`config.mk`:
```
export PLATFORM = sky130hd
export DESIGN_NAME = register_file
export DESIGN_NICKNAME = d
export VERILOG_FILES = /design/src/hw/cpu_pkg.sv /design/src/hw/register_file.sv
export SDC_FILE = /design/constraint.sdc
export NUM_CORES = 1
export LEC_CHECK = 0
export ABC_CLOCK_PERIOD_IN_PS = 3070
export BUFFER_PORTS_ARGS = -buffer_cell sky130_fd_sc_hd__clkbuf_2
export CORE_MARGIN = 3
export CORE_UTILIZATION = 55
export CTS_CLUSTER_SIZE = 30
export DETAILED_ROUTE_END_ITERATION = 12
export PLACE_DENSITY = 0.74
export SYNTH_ARGS = -nofsm -noshare
export SYNTH_HDL_FRONTEND = slang
export SYNTH_SLANG_ARGS = --single-unit
```
`constraint.sdc`:
```
create_clock -name clk -period 3.07 [get_ports clk]
set_clock_uncertainty 0.1 [all_clocks]
set_input_delay 0.4605 -clock clk [delete_from_list [all_inputs] [get_ports clk]]
set_output_delay 0.4605 -clock clk [all_outputs]
set_load 0.02 [all_outputs]
```
`src/hw/cpu_pkg.sv`:
```
package cpu_pkg;

	localparam int WORD_W = 16;
	localparam int REG_ADDR_W = 3;
	localparam int NUM_REGS = 8;

	typedef logic [WORD_W-1:0] word_t;
	typedef logic [REG_ADDR_W-1:0] reg_addr_t;

	// Instruction bits 15..11
	typedef enum logic [4:0] {
		OP_NOP   = 5'b00000,
		OP_B     = 5'b00010,
		OP_BEQZ  = 5'b00100,
		OP_ADDIU = 5'b01001,
		OP_LI    = 5'b01101,
		OP_LW    = 5'b10011,
		OP_SW    = 5'b11011,
		OP_RTYPE = 5'b11100,
		OP_JR    = 5'b11101
	} opcode_e;

	// R-type function, bits 2..0
	typedef enum logic [2:0] {
		F_ADDU = 3'b001,
		F_SLT  = 3'b010,
		F_SUBU = 3'b011,
		F_AND  = 3'b100,
		F_OR   = 3'b101
	} funct_e;

	typedef enum logic [2:0] {
		ALU_ADD   = 3'd0,
		ALU_SUB   = 3'd1,
		ALU_AND   = 3'd2,
		ALU_OR    = 3'd3,
		ALU_SLT   = 3'd4,
		ALU_PASSB = 3'd5
	} alu_op_e;

endpackage

```
`src/hw/register_file.sv`:
```
`timescale 1ns/1ps

module register_file (
	input  logic               clk,
	input  logic               rst_n,
	input  logic               wr,
	input  cpu_pkg::reg_addr_t wr_addr,
	input  cpu_pkg::word_t     wr_value,
	input  cpu_pkg::reg_addr_t rd_addr1,
	input  cpu_pkg::reg_addr_t rd_addr2,
	output cpu_pkg::word_t     rd_value1,
	output cpu_pkg::word_t     rd_value2
);

	cpu_pkg::word_t regs [cpu_pkg::NUM_REGS];

	always_ff @(posedge clk) begin
		if (!rst_n) begin
			for (int i = 0; i < cpu_pkg::NUM_REGS; i++) begin
				regs[i] <= '0;
			end
		end else if (wr) begin
			regs[wr_addr] <= wr_value;
		end
	end

	// Write-back result visible to decode in the same cycle
	assign rd_value1 = (wr && wr_addr == rd_addr1) ? wr_value : regs[rd_addr1];
	assign rd_value2 = (wr && wr_addr == rd_addr2) ? wr_value : regs[rd_addr2];

endmodule

```
==> results.sh, run 1 <==
export IMPL_coreArea_um2=12930
export IMPL_critPathBufInv=3
export IMPL_worstPathMaxFanout=33
export IMPL_min_period_over_period_pct=88.64
export IMPL_critPathTopFamily="multiplexers"
export IMPL_largest_register_ffs=128
export IMPL_synth_flop_cell="edfxtp_1"
export IMPL_irDropWorstVdd_mv=0.3301
export IMPL_dpl_cell_area_um2=8045
export IMPL_synthTopCellsByCount="and2_1 (128), edfxtp_1 (128), mux4_1 (60)"
export IMPL_path_class="in2out"
export IMPL_max_freq_ghz=0.3675
export IMPL_ys_top_cells_by_area="edfxtp_1 (52%), mux4_1 (21%), and2_1 (11%)"
export IMPL_cp_required_ns=2.51
export IMPL_area_growth_pct=14.65
export IMPL_ioPinCount=60
export IMPL_cap_viol_max_count=0
export IMPL_seq_power_share_pct=46.3
export IMPL_combPwrFrac_pct=15.6
export IMPL_end_kind="output pin"
export IMPL_die_area_um2=14960
export IMPL_grt_pass1_wl_mm=26.74
export IMPL_leakage_uw=0.003301
export IMPL_gp_congestion=0.7755
export IMPL_drt_initial_drc_count=410
export IMPL_syn_inst=446
export IMPL_dp_hpwl_mm=11.23
export IMPL_die_w_um=122.3
export IMPL_period_minus_slack_ns=2.721
export IMPL_cts_clk_slew_worst_paths_ns=0.05
export IMPL_post_cts_setup_buffers=0
export IMPL_start_util_pct=57.56
export IMPL_tightest_slew_ns=0.6515
export IMPL_hold_viol=0
export IMPL_htreeDepth=4
export IMPL_top_regs="regs (128)"
export IMPL_slew_violations=0
export IMPL_setup_violations=0
export IMPL_drc=0
export IMPL_p_switching_uw=1053
export IMPL_min_path_type="in2reg"
export IMPL_synth_cell_area_um2=7441
export IMPL_vias=4420
export IMPL_synth_cell_types=20
export IMPL_antenna_left=0
export IMPL_tns_ns=0
export IMPL_cts_root_buf="clkbuf_16"
export IMPL_overflow=0
export IMPL_ys_warn_count=0
export IMPL_dieHeight_um=122.3
export IMPL_grt_use_total_pct=25.45
export IMPL_place_port_buffers=59
export IMPL_async_flop_share_pct=0
export IMPL_fin_area_um2=8531
export IMPL_cpPeakStageDelay_ns=0.61
export IMPL_slowest_stage="mux4_1"
export IMPL_avgRoutedWirePerCell_um=25.23
export IMPL_status="finished clean"
export IMPL_synth_top_area_share_pct=51.66
export IMPL_final_cell_count_no_fill=704
export IMPL_internal_power_uw=3455
export IMPL_totalWireLength_mm=17.76
export IMPL_rows=41
export IMPL_final_util_pct=65.99
export IMPL_synth_seq_cells=128
export IMPL_ys_seq_area_share_pct=51.66
export IMPL_rsz0062_at_grt="false"
export IMPL_ctsResizeCount=0
export IMPL_grt_pass1_vias=4520
export IMPL_synth_top_area_cell="edfxtp_1"
export IMPL_grt_start_max_net_pins=34
export IMPL_pwr_share_clk_pct=38.1
export IMPL_antenna_found_initial=0
export IMPL_cts_tree="built"
export IMPL_start_kind="input pin"
export IMPL_placedCellCount=678
export IMPL_first_pass_iters=6
export IMPL_cts_buffer_depth=2
export IMPL_synth_nets=474
export IMPL_vias_per_cell=6.278
export IMPL_swShare_pct=23.36
export IMPL_cp_data_arrival_time_ns=2.16
export IMPL_hold_buffers=0
export IMPL_crit_chain="clkbuf_2, buf_12, mux4_1, mux2_2, mux2_2, clkbuf_2"
export IMPL_avgSynthCellArea_um2=16.68
export IMPL_nets=553
export IMPL_relSlewSlack_pct=56.41
export IMPL_powerDensity_nw_per_um2=528.5
export IMPL_synth_edf_count=128
export IMPL_antenna_cells=0
export IMPL_cts_sinks=128
export IMPL_cts_buffers=17
export IMPL_regMostFlops="regs"
export IMPL_layout_drive_gt1_share_pct=33.65
## placed cells by master, fill, tap and decap left out, drive strengths merged
cell    instances
buf            34
nand2           1
nand2b          4
and2          128
xnor2           6
mux2           64
nor3            2
mux4           64
nand4           2
bufinv          1
o21ai           6
edfxtp        128
clkinv          4
nand3b          1
clkbuf         80
nor2            6
nand3           1
## stage by stage
step                hold slack, ns  power (uW)  setup WS [ns]
floorplan                   0.5587        2586         0.5345
finish                      0.3372        4508         0.3488
global route                0.3433        4659         0.2935
detailed placement          0.7592        2826         0.3570
CTS                         0.3237        4539         0.3587
global placement            0.7508        2805         0.3614
## layout make-up
cell class	count	area (um2)
multi-input combinational	285	3398
clock buffer	21	440.4
tap	172	215.2
clock inverter	5	45.04
sequential	128	3844
timing repair buffer	93	588.1
fill	938	4397
## cell families (layout without fill, tap and decap cells)
kind of cell              count (synthesis)  count (layout)  synth area share [%]
DFF                                     128             128                 51.66
AOI/OAI and AO/OA                         6               6                0.4036
and+or+nand+nor                         145             145                 11.92
buffers and inverters                    33             119                 2.674
muxes                                   128             128                 32.64
xor gates and xnor gates                  6               6                0.7062
## path summary, 6_finish.rpt
check                   start                        to  slack [ns]  cells after the start
hold / removal    wr_value[6]  regs[7][6]$_SDFFCE_PN0P_        0.34                      2
setup / recovery  rd_addr2[0]              rd_value2[7]        0.35                      6
## power by group through the flow
stage	clock network, uW	logic, uW	registers [uW]
floorplan	0	489	2100
global placement	0	698	2110
detailed placement	0	707	2120
CTS	1740	710	2090
global route	1810	749	2100
finish	1720	703	2090
## routing by layer
layer | vias up | wire length (um) | GRT usage [%]
li1 | 1943 | - | -
met1 | 2248 | 6817 | 31.84
met2 | 203 | 9110 | 42.87
met3 | 26 | 1424 | 6.406
met4 | 0 | 411 | 10.01
met5 | - | 0 | 0
Note: power is estimated with default switching activity, not from simulation.
==> run 2: changes to the inputs <==
--- a/config.mk
+++ b/config.mk
@@ -7,7 +7,7 @@
 export LEC_CHECK = 0
 export ABC_CLOCK_PERIOD_IN_PS = 3070
 export BUFFER_PORTS_ARGS = -buffer_cell sky130_fd_sc_hd__clkbuf_2
-export CORE_MARGIN = 3
+export CORE_MARGIN = 10
 export CORE_UTILIZATION = 55
 export CTS_CLUSTER_SIZE = 30
 export DETAILED_ROUTE_END_ITERATION = 12
==> run 2 against run 1 <==
Power grew 8.8%; non-clock buffer count shrank 3; critical path depth is the same; largest cell class unchanged; largest power group is now the clock network; combinational power grew 1%; first-iteration DRC count shrank 13%; maximum frequency is essentially flat; sequential share of layout area shrank 0.66 points; via count grew 0.97%; design area grew 1.5%; wire length grew 4.0%.
==> results.sh, run 2 (synthesized netlist as in run 1, its figures left out) <==
export IMPL_drt_initial_drc_count=358
export IMPL_cp_required_ns=2.51
export IMPL_totalWireLength_mm=18.48
export IMPL_die_area_um2=18580
export IMPL_rows=42
export IMPL_grt_pass1_vias=4702
export IMPL_crit_chain="clkbuf_2, buf_12, mux4_1, mux2_2, mux2_4, clkbuf_2"
export IMPL_cts_buffers=17
export IMPL_seq_power_share_pct=42.6
export IMPL_slew_violations=0
export IMPL_nets=550
export IMPL_cts_sinks=128
export IMPL_critPathLaunch="rd_addr2[0]"
export IMPL_dpl_cell_area_um2=8040
export IMPL_powerDensity_nw_per_um2=566.3
export IMPL_cts_clk_slew_worst_paths_ns=0.06
export IMPL_tightest_slew_ns=0.5868
export IMPL_vias_per_cell=6.277
export IMPL_status="finished clean"
export IMPL_swShare_pct=23.81
export IMPL_grt_pass1_wl_mm=28.22
export IMPL_tns_ns=0
export IMPL_critPathTopFamily="multiplexers"
export IMPL_area_growth_pct=16.36
export IMPL_drc=0
export IMPL_crit_top_cell="clkbuf_2"
export IMPL_antenna_left=0
export IMPL_top_regs="regs (128)"
export IMPL_dieHeight_um=136.3
export IMPL_total_power_uw=4903
export IMPL_cts_tree="built"
export IMPL_end_kind="output pin"
export IMPL_htreeDepth=4
export IMPL_antenna_found_initial=0
export IMPL_leakage_uw=0.003352
export IMPL_grt_use_total_pct=20.62
export IMPL_final_cell_mix="and2_1 (128), edfxtp_1 (128), mux4_1 (60), clkbuf_2 (59), mux2_2 (53)"
export IMPL_max_freq_ghz=0.3675
export IMPL_irDropWorstVdd_mv=0.4104
export IMPL_combPwrFrac_pct=14.5
export IMPL_min_period_over_period_pct=88.64
export IMPL_timing_final_ws_setup_ns=0.3488
export IMPL_die_w_um=136.3
export IMPL_min_path_type="in2reg"
export IMPL_internal_power_uw=3736
export IMPL_ctsResizeCount=0
export IMPL_cpPeakStageDelay_ns=0.62
export IMPL_pwr_share_clk_pct=42.9
export IMPL_grt_start_max_net_pins=34
export IMPL_fill_cells=944
export IMPL_slowest_stage="mux4_1"
export IMPL_post_cts_setup_buffers=0
export IMPL_layout_drive_gt1_share_pct=35.14
export IMPL_coreArea_um2=13240
export IMPL_relSlewSlack_pct=60.73
export IMPL_path_class="in2out"
export IMPL_ioPinCount=60
export IMPL_place_ws_ns=0.3608
export IMPL_setup_violations=0
export IMPL_critPathBufInv=3
export IMPL_cts_root_buf="clkbuf_16"
export IMPL_hold_buffers=0
export IMPL_antenna_cells=0
export IMPL_regMostFlops="regs"
export IMPL_vias=4463
export IMPL_overflow=0
export IMPL_avgRoutedWirePerCell_um=25.98
export IMPL_cap_viol_max_count=0
export IMPL_cp_data_arrival_time_ns=2.16
export IMPL_cts_buffer_depth=2
export IMPL_hold_viol=0
export IMPL_gp_congestion=0.7904
export IMPL_start_util_pct=56.19
export IMPL_worstPathMaxFanout=33
export IMPL_rsz0062_at_grt="false"
export IMPL_start_kind="input pin"
export IMPL_largest_register_ffs=128
export IMPL_period_minus_slack_ns=2.721
export IMPL_dp_hpwl_mm=11.95
export IMPL_first_pass_iters=5
export IMPL_min_delay_start="wr_value[7]"
export IMPL_p_switching_uw=1168
export IMPL_place_port_buffers=59
export IMPL_fin_area_um2=8658
-- run 2: cell count changes in the layout (fill, tap and decap cells not counted), moves of 2 or more --
cell / previous run / this run
clkbuf_1: 4 / 0
bufinv_16: 1 / 4
clkinv_1: 4 / 2
clkinv_4: 0 / 3
buf_4: 31 / 27
clkinvlp_4: 0 / 2
clkinv_2: 0 / 3
-- run 2: through the flow --
stage	hold slack, ns	instances	utilization (%)
floorplan	0.5587	446	-
global route	0.3545	711	65.38
detailed placement	0.7600	679	60.71
global placement	0.7555	679	60.71
CTS	0.3255	711	65.38
finish	0.3412	711	65.38
-- run 2: worst paths after layout --
kind / slack, ns / to / depth (start not counted)
max: 0.35 / rd_value2[11] / 6
min: 0.34 / regs[0][7]$_SDFFCE_PN0P_ / 2
-- run 2: per-layer routing --
layer | share of wire [%] | global-route usage [%] | vias up
met1 | 41 | 25.49 | 2316
met2 | 51 | 34.23 | 169
met3 | 6.2 | 5.055 | 33
met5 | 0 | 0 | -
li1 | - | - | 1945
met4 | 2.2 | 7.988 | 0
-- run 2: final cells by class --
type | count | area (um2) | area share (%)
well taps | 176 | 220.2 | 2.543
repair buffers | 90 | 578.1 | 6.676
flip-flops and latches | 128 | 3844 | 44.39
clock inverters | 15 | 192.7 | 2.225
multi-input cells | 285 | 3398 | 39.25
clock buffers | 17 | 425.4 | 4.913
-- run 2: power groups by stage --
stage / clock (uW) / combinational (uW) / sequential, uW
floorplan: 0 / 489 / 2100
global placement: 0 / 699 / 2110
detailed placement: 0 / 708 / 2120
CTS: 2120 / 715 / 2090
global route: 2210 / 751 / 2100
finish: 2100 / 710 / 2090
==> run 3: changes to the inputs <==
--- a/config.mk
+++ b/config.mk
@@ -5,13 +5,13 @@
 export SDC_FILE = /design/constraint.sdc
 export NUM_CORES = 1
 export LEC_CHECK = 0
-export ABC_CLOCK_PERIOD_IN_PS = 3070
+export ABC_CLOCK_PERIOD_IN_PS = 2300
 export BUFFER_PORTS_ARGS = -buffer_cell sky130_fd_sc_hd__clkbuf_2
 export CORE_MARGIN = 10
 export CORE_UTILIZATION = 55
 export CTS_CLUSTER_SIZE = 30
 export DETAILED_ROUTE_END_ITERATION = 12
-export PLACE_DENSITY = 0.74
+export PLACE_DENSITY = 0.77
 export SYNTH_ARGS = -nofsm -noshare
 export SYNTH_HDL_FRONTEND = slang
 export SYNTH_SLANG_ARGS = --single-unit
==> constraint.sdc (replaced) <==
create_clock -name clk -period 2.3 [get_ports clk]
set_clock_uncertainty 0.1 [all_clocks]
set_input_delay 0.345 -clock clk [delete_from_list [all_inputs] [get_ports clk]]
set_output_delay 0.345 -clock clk [all_outputs]
set_load 0.02 [all_outputs]
==> run 3 against run 2 <==
The flow now finishes with violations (negative setup slack); clock-buffer cell count unchanged; utilization increased by 3.5 points; via count up 4.1%; flip-flop and latch count unchanged; non-clock buffer count increased by 10; sequential share of layout area decreased by 2.2 points; global-route usage grew 1.6 points; cell count up 1.4%; largest cell class unchanged.
==> results.sh, run 3 (synthesized netlist as in run 1, its figures left out) <==
export IMPL_grt_start_max_net_pins=24
export IMPL_slowest_stage="mux4_2"
export IMPL_dp_hpwl_mm=12.70
export IMPL_start_kind="flop"
export IMPL_crit_top_cell="mux2_4"
export IMPL_totalWireLength_mm=20.57
export IMPL_post_cts_setup_buffers=0
export IMPL_start_util_pct=56.19
export IMPL_cts_buffers=17
export IMPL_die_area_um2=18580
export IMPL_tightest_slew_ns=0.6506
export IMPL_min_path_type="in2reg"
export IMPL_coreArea_um2=13240
export IMPL_overflow=0
export IMPL_nets=560
export IMPL_status="finished with violations"
export IMPL_htreeDepth=4
export IMPL_timing_final_ws_setup_ns=-0.2756
export IMPL_cts_tree="built"
export IMPL_vias_per_cell=6.445
export IMPL_grt_use_total_pct=22.19
export IMPL_cp_required_ns=1.86
export IMPL_ioPinCount=60
export IMPL_place_port_buffers=59
export IMPL_violations="negative setup slack"
export IMPL_cpPeakStageDelay_ns=0.56
export IMPL_dpl_cell_area_um2=8150
export IMPL_swShare_pct=23.54
export IMPL_irDropWorstVdd_mv=0.4591
export IMPL_largest_register_ffs=128
export IMPL_gp_congestion=0.7788
export IMPL_top_regs="regs (128)"
export IMPL_cts_sinks=128
export IMPL_antenna_left=0
export IMPL_p_switching_uw=1653
export IMPL_cts_clk_slew_worst_paths_ns=0.06
export IMPL_dieHeight_um=136.3
export IMPL_hold_buffers=0
export IMPL_powerDensity_nw_per_um2=770.6
export IMPL_layout_drive_gt1_share_pct=47.16
export IMPL_cts_buffer_depth=2
export IMPL_seq_power_share_pct=40.0
export IMPL_regMostFlops="regs"
export IMPL_place_ws_ns=-0.1695
export IMPL_pwr_share_clk_pct=41.3
export IMPL_end_kind="output pin"
export IMPL_rsz0062_at_grt="true"
export IMPL_vias=4647
export IMPL_cts_root_buf="clkbuf_16"
export IMPL_setup_violations=32
export IMPL_fin_area_um2=9116
export IMPL_period_minus_slack_ns=2.576
export IMPL_critPathTopFamily="multiplexers"
export IMPL_critPathBufInv=1
export IMPL_combPwrFrac_pct=18.7
export IMPL_final_cell_mix="and2_1 (128), edfxtp_1 (128), mux4_2 (62), mux2_4 (58), buf_4 (31)"
export IMPL_drt_initial_drc_count=587
export IMPL_antenna_cells=0
export IMPL_crit_chain="mux4_2, mux2_4, mux2_4, buf_8"
export IMPL_avgRoutedWirePerCell_um=28.53
export IMPL_area_growth_pct=22.52
export IMPL_path_class="reg2out"
export IMPL_max_freq_ghz=0.3883
export IMPL_drc=0
export IMPL_worstPathMaxFanout=2
export IMPL_slew_violations=0
export IMPL_grt_pass1_wl_mm=29.77
export IMPL_die_w_um=136.3
export IMPL_grt_pass1_vias=4765
export IMPL_hold_viol=0
export IMPL_cp_data_arrival_time_ns=2.13
export IMPL_leakage_uw=0.003517
export IMPL_cap_viol_max_count=0
export IMPL_min_period_over_period_pct=112.0
export IMPL_antenna_found_initial=0
export IMPL_relSlewSlack_pct=56.46
export IMPL_first_pass_iters=5
export IMPL_internal_power_uw=5371
export IMPL_rows=42
## run 3: cell count changes in the layout (fill, tap and decap cells not counted), sizes merged
cell,before,now
clkinvlp,2,3
clkinv,8,7
bufinv,4,5
clkbuf,76,46
buf,31,71
inv,1,0
## run 3: power groups by stage
stage	Clock (uW)	Combinational, uW	Sequential (uW)
2_1_floorplan	0	653	2800
3_3_place_gp	0	964	2810
3_5_place_dp	0	978	2830
4_1_cts	2930	1210	2800
5_1_grt	3020	1370	2820
6_report	2900	1310	2810
## run 3: path summary, 6_finish.rpt
| kind | startpoint | cells after the start | slack (ns) | endpoint |
|---|---|---|---|---|
| setup / recovery | regs[7][0]$_SDFFCE_PN0P_ | 4 | -0.28 | rd_value2[0] |
| hold / removal | wr_value[10] | 2 | 0.23 | regs[6][10]$_SDFFCE_PN0P_ |
## run 3: layout make-up
cell class	count	area, um2
clock buffers	17	425.4
clock inverters	15	217.7
fillers	876	4126
multi-input cells	285	3357
flip-flops and latches	128	3844
well taps	176	220.2
repair buffers	100	1052
## run 3: layer usage
layer,part of all wire [%],global-route usage [%],vias to the layer above
met5,0,0,-
met4,2.1,7.278,0
met3,9.8,7.417,42
met2,51,36.58,292
met1,37,26.92,2410
li1,-,-,1903
## run 3: through the flow
step | instances | TNS (ns) | total power [uW] | utilization, % | hold WS [ns]
floorplan | 446 | -11.08 | 3451 | - | 0.4432
global placement | 687 | -3.820 | 3775 | 61.55 | 0.6441
detailed placement | 687 | -4.321 | 3810 | 61.55 | 0.6530
CTS | 721 | -4.889 | 6943 | 68.30 | 0.2183
global route | 721 | -5.837 | 7202 | 68.84 | 0.2369
finish | 721 | -4.371 | 7025 | 68.84 | 0.2331
## run 3: timing repair
action | 4_1_cts | 5_1_grt
cloned | 2 | 0
resized for setup | 147 | 55
hold endpoints to repair | 0 | 0
endpoints found under the setup margin | 32 | 32
