===== src/hw/cpu_pkg.sv =====
package cpu_pkg;

	localparam int WORD_W = 16;
	localparam int REG_ADDR_W = 3;
	localparam int NUM_REGS = 8;

	typedef logic [WORD_W-1:0] word_t;
	typedef logic [REG_ADDR_W-1:0] reg_addr_t;

	// Instruction bits 15..11
	typedef enum logic [4:0] {
		OP_NOP   = 5'b00000,
		OP_B     = 5'b00010,
		OP_BEQZ  = 5'b00100,
		OP_ADDIU = 5'b01001,
		OP_LI    = 5'b01101,
		OP_LW    = 5'b10011,
		OP_SW    = 5'b11011,
		OP_RTYPE = 5'b11100,
		OP_JR    = 5'b11101
	} opcode_e;

	// R-type function, bits 2..0
	typedef enum logic [2:0] {
		F_ADDU = 3'b001,
		F_SLT  = 3'b010,
		F_SUBU = 3'b011,
		F_AND  = 3'b100,
		F_OR   = 3'b101
	} funct_e;

	typedef enum logic [2:0] {
		ALU_ADD   = 3'd0,
		ALU_SUB   = 3'd1,
		ALU_AND   = 3'd2,
		ALU_OR    = 3'd3,
		ALU_SLT   = 3'd4,
		ALU_PASSB = 3'd5
	} alu_op_e;

endpackage


===== src/hw/bootloader.sv =====
`timescale 1ns/1ps

module bootloader #(
	parameter int BOOT_WORDS = 64
) (
	input  logic           clk,
	input  logic           rst_n,
	input  cpu_pkg::word_t flash_data,
	input  logic           flash_ready,
	output cpu_pkg::word_t flash_addr,
	output logic           flash_rd,
	output logic           init_we,
	output cpu_pkg::word_t init_addr,
	output cpu_pkg::word_t init_data,
	output logic           boot_done
);

	typedef enum logic [1:0] {
		REQUEST,
		WAIT,
		WRITE
	} state_t;

	state_t         state;
	cpu_pkg::word_t count;
	logic           last_word;

	assign last_word = (count == cpu_pkg::word_t'(BOOT_WORDS - 1));

	// Same word index for the flash read and the imem write
	assign flash_addr = count;
	assign init_addr = count;

	always_ff @(posedge clk) begin
		if (!rst_n) begin
			state <= REQUEST;
			count <= '0;
			flash_rd <= 1'b0;
			init_we <= 1'b0;
			boot_done <= 1'b0;
		end else begin
			case (state)
				REQUEST: begin
					flash_rd <= 1'b1;
					state <= WAIT;
				end
				WAIT: begin
					flash_rd <= 1'b0;
					if (flash_ready) begin
						init_we <= 1'b1;
						state <= WRITE;
					end
				end
				WRITE: begin
					init_we <= 1'b0;
					if (last_word) begin
						boot_done <= 1'b1;
					end else begin
						// Next read issued right after the write
						count <= count + 16'd1;
						flash_rd <= 1'b1;
						state <= WAIT;
					end
				end
				default: state <= REQUEST;
			endcase
		end
	end

	always_ff @(posedge clk) begin
		if (state == WAIT && flash_ready) begin
			init_data <= flash_data;
		end
	end

endmodule


===== config.mk =====
export PLATFORM = sky130hd
export DESIGN_NAME = bootloader
export DESIGN_NICKNAME = d
export VERILOG_FILES = /design/src/hw/cpu_pkg.sv /design/src/hw/bootloader.sv
export SDC_FILE = /design/constraint.sdc
export NUM_CORES = 1
export LEC_CHECK = 0
export ABC_AREA = 1
export BUFFER_PORTS_ARGS = -buffer_cell sky130_fd_sc_hd__clkbuf_2
export CORE_UTILIZATION = 48
export DETAILED_ROUTE_END_ITERATION = 10
export PLACE_DENSITY = 0.76
export RECOVER_POWER = 50
export SYNTH_ARGS = -nofsm -noshare
export SYNTH_HDL_FRONTEND = slang
export SYNTH_SLANG_ARGS = --single-unit

===== constraint.sdc =====
create_clock -name clk -period 1.9 [get_ports clk]
set_input_delay 0.38 -clock clk [delete_from_list [all_inputs] [get_ports clk]]
set_output_delay 0.38 -clock clk [all_outputs]
set_load 0.03 [all_outputs]

==> impl.org, run 1 <==
** Power
- Worst IR Drop VDD :: about 0.00068 V
- Of the total power, the share spent switching nets is 0.228.
- Of the total power, combinational logic draws 0.064.
- Total internal power :: approximately 1.3 mW
- Power after layout :: 1.65 mW
- Sequential cell fraction of total power :: 0.521
- Net switching component of the power :: around 0.38 mW
- The analysis attributes to cell leakage a power of 0.916 nW.
- Power per unit of standard cell area :: approximately 760 nW/um2
- The share of total power dissipated in the clock network is 0.415.

** Floorplanning
- The total area inside the core boundary comes to between 3000 and 4000 um2.
- During I/O placement, the number of pins put on the boundary was 70.
- For this configuration, the core starts out at a cell density of 0.519.
- The floorplan step set the die width to between 60 and 70 um.
- Number of placement rows :: 21
- The floorplan step set the die height to approximately 63 um.
- The die covers around 4000 um2.

** Final layout
- Leaving out fill and tap cells, the most frequent cells in the layout are 50 x sky130_fd_sc_hd__nand2_1, 50 x sky130_fd_sc_hd__clkbuf_2, 32 x sky130_fd_sc_hd__nor2_1.
- Footprint of the multi-input gates :: 659 um2
- The final layout contains around 300 nets.
- Post-synthesis to final-layout area growth :: 20.1%
- The sequential cells in the finished layout cover a total of between 900 and 1000 um2.
- Filler cells :: 321
- Of the cells placed in the final design, the portion with a size suffix greater than 1 is 0.262.
- With fillers left out, the area of the finished cells amounts to 2160 um2.
- 0 antenna diodes ended up in the layout.

** Setup path
- For the worst setup path, the data required time is roughly 2.1 ns.
- Worst setup EP type :: flip-flop
- Largest fanout on the critical path :: 12
- Type of the setup path with the least slack :: reg -> reg
- Data arrives at the worst endpoint at between 1.5 and 2 ns.
- STA classifies the critical path startpoint as a flip-flop.
- In this run the critical register-to-register path is launched from flash_addr[1].
- Tracing the worst setup path back leads to its startpoint at flash_addr[1].
- Worst setup slack for register-to-register paths :: between 0.2 and 0.25 ns

** Timing
- Unrepaired setup endpoints after global routing :: false
- Hold slack :: ~0.27 ns
- Final-report hold violation count :: 0
- Period utilization :: 0.893
- At the pin with the least slew margin, the transition time is a little over 0.5 ns.
- Pins Over Slew Limit :: 0
- Clock skew on the completed layout was measured at 0.00500 ns.
- Fin Setup TNS :: 0 ns
- The worst pin sits at a relative slew slack of 0.660.
- Final setup violation count :: 0
- Static timing analysis puts the maximum clock frequency at 590 MHz.
- After layout, the minimum clock period comes to between 1.5 and 2 ns.

** Clock tree
- Skew-Pair Late Insertion Delay :: approximately 0.29 ns
- Buffers inserted during clock tree synthesis total 5.
- Number of H-tree levels :: 2
- TritonCTS built the clock tree.
- CTS root buf :: sky130_fd_sc_hd__clkbuf_8
- Counting along the longest clock path gives a buffer depth of 2.
- Count of buffers added by post-CTS timing repair for setup :: 0
- The clock net in this run drives a total of 37 sinks.
- Clock-pin slew was measured on the worst setup and hold paths at ~0.080 ns.

** Detailed routing
- Once detail routing completed, the nets flagged for antenna violations numbered 0.
- Vias per inst :: 4.92
- Detail-routed net length per standard cell :: about 12 um
- First-pass DRT Iterations :: 5
- DR vias :: around 1600
- For this run, design rule violations remaining after detail routing come to 0.
- For this block, the routed nets add up to 3790 um of wire.
- Detailed Route Iter0 Violations :: between 150 and 200

** Synthesis
- By area the synthesized netlist is led by sky130_fd_sc_hd__edfxtp_1 27%, sky130_fd_sc_hd__dfxtp_1 23%, sky130_fd_sc_hd__nand2_1 10%.
- Average cell area after synthesis :: roughly 8 um2
- The synthesized netlist occupies a cell area of between 1500 and 2000 um2.
- Of the synthesized area, sequential elements account for 0.500.
- Library cell occupying the most area in the post-synthesis netlist :: sky130_fd_sc_hd__edfxtp_1
- The netlist uses 27 different library cells.
- Yosys synthesis warning count :: 0
- Synthesis inferred 37 register bits.
- In the synthesized netlist, the number of instances is 220.
- Area share of the leading cell type in the synthesized netlist :: 0.267
- Total nets after synthesis :: 240

** Global route
- The number of antenna violations at the first check in global routing is 0.
- The first global-routing pass estimated approximately 6400 um of wire.
- Maximum number of pins on one net before global-route repair :: 18
- For this run, the total global-route usage over all layers was measured as 0.206.
- Global routing finished with a remaining overflow of 0.
- The via count of the first global-routing pass came to 1436.

** Run status
- The flow ran to the end, and the final reports show no timing, DRC or antenna violations.

** Placed design
- HPWL reported at the end of detailed placement :: roughly 2700 um
- Input and output buffers added on the ports amount to roughly 70.
- Post-DP Area :: 2070 um2
- Routability congestion estimate :: around 0.86

** Job
- Max-cap violations :: 0

** Hold path
- The startpoint identified for the worst hold timing path is flash_data[12].
- Worst Hold Class :: in -> reg
## cells by family (layout without fill, tap and decap cells)
kind of cell               after synthesis  in the layout  synth area share
AOI/OAI and AO/OA                       18             18            0.0542
xor gates and xnor gates                 3              3            0.0146
adders and majority gates                1              1           0.00695
buffers and inverters                   43            102             0.133
DFF                                     37             37             0.500
and+or+nand+nor                        118            118             0.290
## final cells by class
class                   instances  area share
well taps                      46      0.0266
inverters                      21      0.0370
clock buffers                   5      0.0318
clock inverters                 3      0.0214
multi-input cells             140       0.305
repair buffers                 73       0.161
flip-flops and latches         37       0.417
## power groups by stage
stage / clock [mW] / combinational [mW] / sequential [mW]
detailed placement: 0 / 0.112 / 0.880
global route: 0.744 / 0.114 / 0.863
floorplan: 0 / 0.0319 / 0.916
CTS: 0.705 / 0.112 / 0.861
finish: 0.685 / 0.105 / 0.861
global placement: 0 / 0.111 / 0.878
## synth_stat cells (all sizes together)
cell,number
nor2,35
nand4,9
nand3,16
nand2,53
or2,1
nand3b,3
a21oi,14
nor3b,1
buf,21
edfxtp,16
ha,1
xnor2,1
dfxtp,21
xor2,2
clkbuf,1
inv,19
clkinv,2
o21ai,4
## sequential cells by signal, summed over array words and instances, names as in the netlist
register / cells
boot_done: 1
init_data: 16
flash_rd: 1
flash_addr: 16
state: 2
init_we: 1
## critical path, stage by stage (launching register included)
cell                      delay [ns]
sky130_fd_sc_hd__dfxtp_1        0.40
sky130_fd_sc_hd__ha_1           0.25
sky130_fd_sc_hd__nand3_2        0.14
sky130_fd_sc_hd__nor2_2         0.17
sky130_fd_sc_hd__nand2_2        0.18
sky130_fd_sc_hd__nand2_2        0.25
sky130_fd_sc_hd__nor2_1         0.07
sky130_fd_sc_hd__nor2_1         0.10
sky130_fd_sc_hd__nor2_1         0.05
## timing repair
action	in CTS	in global routing
gates resized for setup	0	1
hold endpoints to repair	0	0
endpoints found under the setup margin	0	5
hold buffers	0	0
## stage by stage
step / setup slack (ns) / utilization / cells
global placement: 0.265 / 0.598 / 317
global route: 0.0121 / 0.623 / 325
detailed placement: 0.204 / 0.598 / 317
CTS: 0.183 / 0.631 / 325
floorplan: 0.226 / - / 220
finish: 0.204 / 0.623 / 325
## routing by layer
metal,track usage,vias up,share of wire
met5,0,-,0
met4,0.0767,0,0.011
met3,0.0399,4,0.051
met2,0.360,66,0.50
met1,0.249,714,0.44
li1,-,815,-
## final timing paths
kind              depth (start not counted)        endpoint
setup / recovery                          8  flash_addr[14]
hold / removal                            1   init_data[12]
setup reg to reg                          8  flash_addr[14]
hold reg to reg                           2       boot_done
(Power assumes the default switching activity.)
==> inputs of run 2 (changes only) <==
--- a/config.mk
+++ b/config.mk
@@ -11,6 +11,7 @@
 export DETAILED_ROUTE_END_ITERATION = 10
 export PLACE_DENSITY = 0.76
 export RECOVER_POWER = 50
+export REMOVE_ABC_BUFFERS = 1
 export SYNTH_ARGS = -nofsm -noshare
 export SYNTH_HDL_FRONTEND = slang
 export SYNTH_SLANG_ARGS = --single-unit
==> impl.org, run 2 (same netlist as run 1, synthesis figures left out) <==
** Placed design
- After legalization and detailed placement, the total HPWL measured approximately 2600 um.
- During placement, the flow inserted port buffers numbering 69.
- At the end of routability-driven placement, the weighted congestion stood at between 0.8 and 0.9.
- Pre-CTS WS :: between 0.15 and 0.2 ns

** Detailed routing
- Wires add up to between 3000 and 4000 um.
- Number of design rule violations left after detail routing :: 0
- The first detailed-routing pass took 4 iterations.
- Antenna Nets Post-Route :: 0
- Detailed Route Iter0 Violations :: 80
- For this block, the via count after detailed routing is 1544.
- Vias per inst :: ~4.8
- Detail-routed net length per standard cell :: about 11 um

** Clock tree
- CTS tree :: yes
- Count of buffers added by post-CTS timing repair for setup :: 0
- Number of H-tree levels :: 2
- For this design, the sink count on the clock tree is 37.
- For the worst-skew pair, the clock arrives at the later sink with an insertion delay of 0.27 ns.
- Clock-pin slew was measured on the worst setup and hold paths at around 0.070 ns.
- For this design, the CTS-stage hold fixing added 0 buffers.
- Clock buffer depth :: 2
- CTS root buf :: sky130_fd_sc_hd__clkbuf_8
- Clock tree synthesis inserted a total of 5 buffers.
- Number of resized instances in the post-cts repair step :: 0

** Setup path
- Required time of the worst setup path :: slightly above 2 ns
- Startpoint of the lowest-slack register-to-register path :: flash_addr[0]
- Number of cells traversed by the worst register-to-register path :: 7
- Worst setup slack for register-to-register paths :: ~0.22 ns
- Setup crit start kind :: flip-flop
- The endpoint identified for the worst register-to-register timing path is flash_addr[0].
- Arrival time worst endpoint :: approximately 1.8 ns
- STA classifies the critical path endpoint as a flip-flop.
- Type of the setup path with the least slack :: reg -> reg
- Largest fanout on the critical path :: 16

** Final layout
- From synthesis to final layout, the design area changed by 16.6%.
- Most common cell after layout, fill and taps aside :: sky130_fd_sc_hd__nand2_1
- The net count of the finished layout is about 300.
- Antenna fix cells :: 0
- Of the cells placed in the final design, the portion with a size suffix greater than 1 is 0.188.
- Final cell utilization of the core :: 0.605
- Leaving out fill and tap cells, the most frequent cells in the layout are 50 x sky130_fd_sc_hd__nand2_1, 36 x sky130_fd_sc_hd__clkbuf_1, 33 x sky130_fd_sc_hd__clkbuf_2.

** Hold path
- The path class of the tightest hold or removal check is in -> reg.
- Along the worst hold path, the cell count comes to 1.
- For hold timing, the worst endpoint is init_data[6].
- In this run the most critical hold path is launched from flash_data[6].

** Power
- For this design the static power due to leakage is about 0.84 nW.
- Power comes to about 1.5 mW.
- Power spread over the standard cell area amounts to a little under 700 nW/um2.
- Worst IR Drop VDD :: between 0.0004 and 0.0005 V

** Floorplanning
- Number of placement rows :: 21
- Die Wd :: 63.2 um
- Initial Util :: 0.519
- The die covers roughly 4000 um2.
- In this run the standard cell core region covers approximately 3500 um2.
- Die span in y :: 63.2 um
- In this run the count of I/O pins placed on the die edge is 70.

** Global route
- For met1 alone, demand over resource in global routing was 0.233.
- First-pass GRT wire length :: around 5700 um
- The total overflow left after global routing is 0.
- In this run the most used layer during global routing was met2.
- For met3 alone, demand over resource in global routing was 0.0380.
- The via count of the first global-routing pass is 1275.
- Entering global routing, the biggest net connects 22 pins.
- Initial antenna violation count :: 0
- For this run, global-route usage on met2 was measured as 0.305.
- GRT Total Usage :: 0.184

** Timing
- Pins Over Slew Limit :: 0
- Setup slack after layout :: 0.225 ns
- Final-report hold violation count :: 0
- Time the final worst path needs with I/O delays and setup :: approximately 1.7 ns
- Unrepaired setup endpoints after global routing :: false
- At the pin with the least slew margin, the transition time is between 0.5 and 0.6 ns.
- Setup violations remaining at the end of the flow were counted as 0.
- Normalized max-slew margin :: 0.621
- The clock arrives with a little under 0.007 ns of skew.
- In the finished design, the share of the clock period the worst path needs comes to 0.882.
- Based on the critical path, the design can be clocked at up to between 500 and 600 MHz.

** Run status
- The flow ran to the end, and the final reports show no timing, DRC or antenna violations.

** Job
- Max-cap violations :: 0
run 2: worst max path at each step:
| stage | from | endpoint | slack, ns |
|---|---|---|---|
| 2_1_floorplan | flash_addr[0] | flash_addr[8] | -0.15 |
| 3_3_place_gp | flash_addr[0] | flash_addr[13] | 0.21 |
| 3_5_place_dp | flash_addr[0] | flash_addr[13] | 0.15 |
| 4_1_cts | flash_addr[1] | flash_addr[8] | 0.13 |
| 5_1_grt | flash_addr[0] | flash_addr[13] | 0.02 |
| 6_report | flash_addr[0] | flash_addr[0] | 0.22 |
run 2: worst max-delay path, cell delays in order (launching register included):
cell and delay, ns:
sky130_fd_sc_hd__dfxtp_1 0.40, sky130_fd_sc_hd__ha_1 0.24, sky130_fd_sc_hd__nand3_2 0.14, sky130_fd_sc_hd__nor2_2 0.17, sky130_fd_sc_hd__nand2_2 0.22, sky130_fd_sc_hd__buf_4 0.24, sky130_fd_sc_hd__nand3b_1 0.08, sky130_fd_sc_hd__a21oi_1 0.06
run 2: metrics by stage:
step	std cells	cell area [um2]	hold WS, ns	TNS, ns
6_report	323	2100	0.278	0
5_1_grt	323	2100	0.262	0
4_1_cts	323	2140	0.272	0
3_5_place_dp	315	2060	0.449	0
3_3_place_gp	315	2060	0.441	0
2_1_floorplan	198	1640	0.467	-1.66
run 2: area by class of cell:
type,count,area [um2]
tap,46,57.6
clock buffer,5,68.8
clock inverter,3,12.5
sequential,37,901
timing repair buffer,71,315
fill,316,1370
inverter,21,80.1
multi-input combinational,140,664
run 2: report_power, final:
group | internal (mW) | switching [mW] | total, mW
clock network | 0.247 | 0.249 | 0.496
logic | 0.0276 | 0.0753 | 0.103
registers | 0.853 | 0.00835 | 0.862
total | 1.13 | 0.333 | 1.46
run 2: layer usage:
layer / routed length, um / vias to the layer above / share of wire
li1: - / 811 / -
met2: 1710 / 52 / 0.48
met4: 42 / 0 / 0.012
met3: 163 / 2 / 0.046
met1: 1650 / 679 / 0.46
met5: 0 / - / 0
==> inputs of run 3 (changes only) <==
--- a/config.mk
+++ b/config.mk
@@ -7,9 +7,9 @@
 export LEC_CHECK = 0
 export ABC_AREA = 1
 export BUFFER_PORTS_ARGS = -buffer_cell sky130_fd_sc_hd__clkbuf_2
-export CORE_UTILIZATION = 48
+export CORE_UTILIZATION = 40
 export DETAILED_ROUTE_END_ITERATION = 10
-export PLACE_DENSITY = 0.76
+export PLACE_DENSITY = 0.65
 export RECOVER_POWER = 50
 export REMOVE_ABC_BUFFERS = 1
 export SYNTH_ARGS = -nofsm -noshare
==> impl.org, run 3 (same netlist as run 1, synthesis figures left out) <==
** Floorplanning
- The core region is 4350 um2.
- Measured along the x axis, the die boundary spans 69.1 um.
- Total Die Area :: about 4800 um2
- In this run the core area contains 24 standard-cell rows.
- Initial Util :: 0.414
- During I/O placement, the number of pins put on the boundary was 70.
- The die is slightly below 70 um tall.

** Final layout
- The finished layout holds between 300 and 400 standard cells, fillers aside.
- Leaving out fill and tap cells, the most frequent cell in the layout is sky130_fd_sc_hd__nand2_1.
- Finished layout cell area :: approximately 2200 um2
- 0 antenna diodes ended up in the layout.
- Of the cells placed in the final design, the portion with a size suffix greater than 1 is 0.206.
- Post-synthesis to final-layout area growth :: 20.6%
- In the layout the commonest cells are 50 x sky130_fd_sc_hd__nand2_1, 36 x sky130_fd_sc_hd__clkbuf_1, 33 x sky130_fd_sc_hd__clkbuf_2.
- After the last flow step, the layout net total stands at 300.

** Detailed routing
- The detailed router finished its first iteration with 70 violations.
- The first detailed-routing pass ran for 4 iterations.
- Wire length reported by the detailed router :: 3860 um
- Antenna Nets Post-Route :: 0
- Dividing the detail-routed wire length by the instance count gives roughly 12 um.
- Number of design rule violations left after detail routing :: 0
- DR vias :: approximately 1600
- In the routed layout, each cell is associated on average with a via count of between 4 and 5.

** Placed design
- Routability-driven placement finished with a final weighted congestion of between 0.8 and 0.9.
- HPWL reported at the end of detailed placement :: approximately 2900 um
- Port Buffers :: just under 70
- Post-DP Area :: between 2000 and 2500 um2
- Number of placed instances with taps included :: ~330

** Timing
- Unrepaired setup endpoints after global routing :: false
- Setup violations remaining at the end of the flow were counted as 0.
- The worst path needs 1.68 ns of the cycle, external delays included.
- The count of final max-slew check failures is 0.
- Timing would allow up to between 500 and 600 MHz.
- Period utilization :: 0.884
- The worst pin sits at a relative slew slack of 0.624.
- For the pin with the worst max-slew slack, the measured transition is 0.563 ns.
- Final-report hold violation count :: 0
- On the final layout, the worst clock skew is 0.00601 ns.

** Global route
- GRT Total Usage :: 0.171
- GRT met3 Usage :: 0.0512
- Maximum number of pins on one net before global-route repair :: 18
- Number of global-route vias before repair :: roughly 1400
- Initial antenna violation count :: 0
- In the global route stage, met2 resource usage came out at 0.262.
- Final global-route overflow total :: 0
- First-pass GRT wire length :: between 6000 and 7000 um
- In the global route stage, met1 resource usage came out at 0.224.
- The global routing stage identified its most utilized layer as met2.

** Setup path
- At the worst endpoint, the arrival time is approximately 1.9 ns.
- Setup slack on the worst reg-to-reg path comes out at ~0.22 ns.
- Required time of the worst setup path :: ~2.1 ns
- STA classifies the critical path endpoint as a flip-flop.
- The critical path is of the reg -> reg type.
- Startpoint of the lowest-slack register-to-register path :: flash_addr[0]
- STA classifies the critical path startpoint as a flip-flop.
- In this run the worst path has a maximum fanout of 12.
- The critical path starts at flash_addr[0].

** Power
- Power spread over the standard cell area amounts to 765 nW/um2.
- Worst IR Drop VDD :: between 0.0002 and 0.0003 V
- Lkg Pwr :: 0.875 nW

** Hold path
- The min-delay analysis places its worst path in the category in -> reg.
- Min-delay src :: flash_data[12]

** Clock tree
- Number of resized instances in the post-cts repair step :: 0
- The clock passes through at most 2 buffers.
- TritonCTS built the clock tree.
- The later pin in the worst-skew pair is clocked with a latency of roughly 0.28 ns.
- In this run the post-CTS setup repair buffer count came out at 0.
- The H-tree was split into 2 levels.
- CTS root buf :: sky130_fd_sc_hd__clkbuf_8
- CTS clock-pin slew for the worst setup and hold paths :: 0.07 ns
- In this run, post-CTS hold repair placed 0 buffers.
- For this design, the sink count on the clock tree is 37.
- Number of buffers inserted during clock tree synthesis :: 5

** Run status
- The run finished with clean final reports.

** Job
- Max-cap violations :: 0
-- run 3: changes by cell type in the layout (fill, tap and decap cells not counted), sizes merged --
cell      change
buf           +4
clkinvlp      +1
clkbuf        +1
clkinv        -3
bufinv        +1
-- run 3: worst paths after layout --
path / end / cells past startpoint
max: flash_addr[7] / 7
max reg2reg: flash_addr[7] / 7
min reg2reg: boot_done / 2
min: init_data[12] / 1
-- run 3: where the power goes --
part           switching [mW]  leakage, nW  internal (mW)  total [mW]
Clock                   0.268       0.0574          0.426       0.694
Combinational          0.0768        0.500         0.0282       0.105
Sequential            0.00807        0.318          0.853       0.861
-- run 3: final cells by class --
type | count | area [um2]
fillers | 442 | 2180
inverters | 21 | 80.1
clock inverters | 2 | 37.5
repair buffers | 75 | 345
flip-flops and latches | 37 | 901
multi-input cells | 140 | 659
clock buffers | 6 | 82.6
well taps | 52 | 65.1
-- run 3: routing by layer --
layer / up-vias / wire length (um)
li1: 819 / -
met5: - / 0
met4: 0 / 49
met1: 731 / 1770
met3: 6 / 274
met2: 72 / 1760
-- run 3: metrics by stage --
| stage | power, mW | setup slack [ns] | TNS, ns | utilization | hold WS [ns] |
|---|---|---|---|---|---|
| after global placement | 0.988 | 0.282 | 0 | 0.481 | 0.443 |
| final | 1.66 | 0.220 | 0 | 0.499 | 0.268 |
| after detailed placement | 0.990 | 0.227 | 0 | 0.481 | 0.452 |
| after CTS | 1.69 | 0.214 | 0 | 0.509 | 0.261 |
| after floorplan | 0.943 | -0.152 | -1.66 | - | 0.467 |
| after global routing | 1.73 | 0.0203 | 0 | 0.499 | 0.246 |
-- run 3: critical path, cell delays in order (launching register included) --
cell and delay, ns:
sky130_fd_sc_hd__dfxtp_1 0.40, sky130_fd_sc_hd__ha_1 0.24, sky130_fd_sc_hd__nand3_2 0.13, sky130_fd_sc_hd__nor2_2 0.16, sky130_fd_sc_hd__nand2_2 0.16, sky130_fd_sc_hd__nand2_2 0.25
sky130_fd_sc_hd__nand2_1 0.11, sky130_fd_sc_hd__a21oi_2 0.14
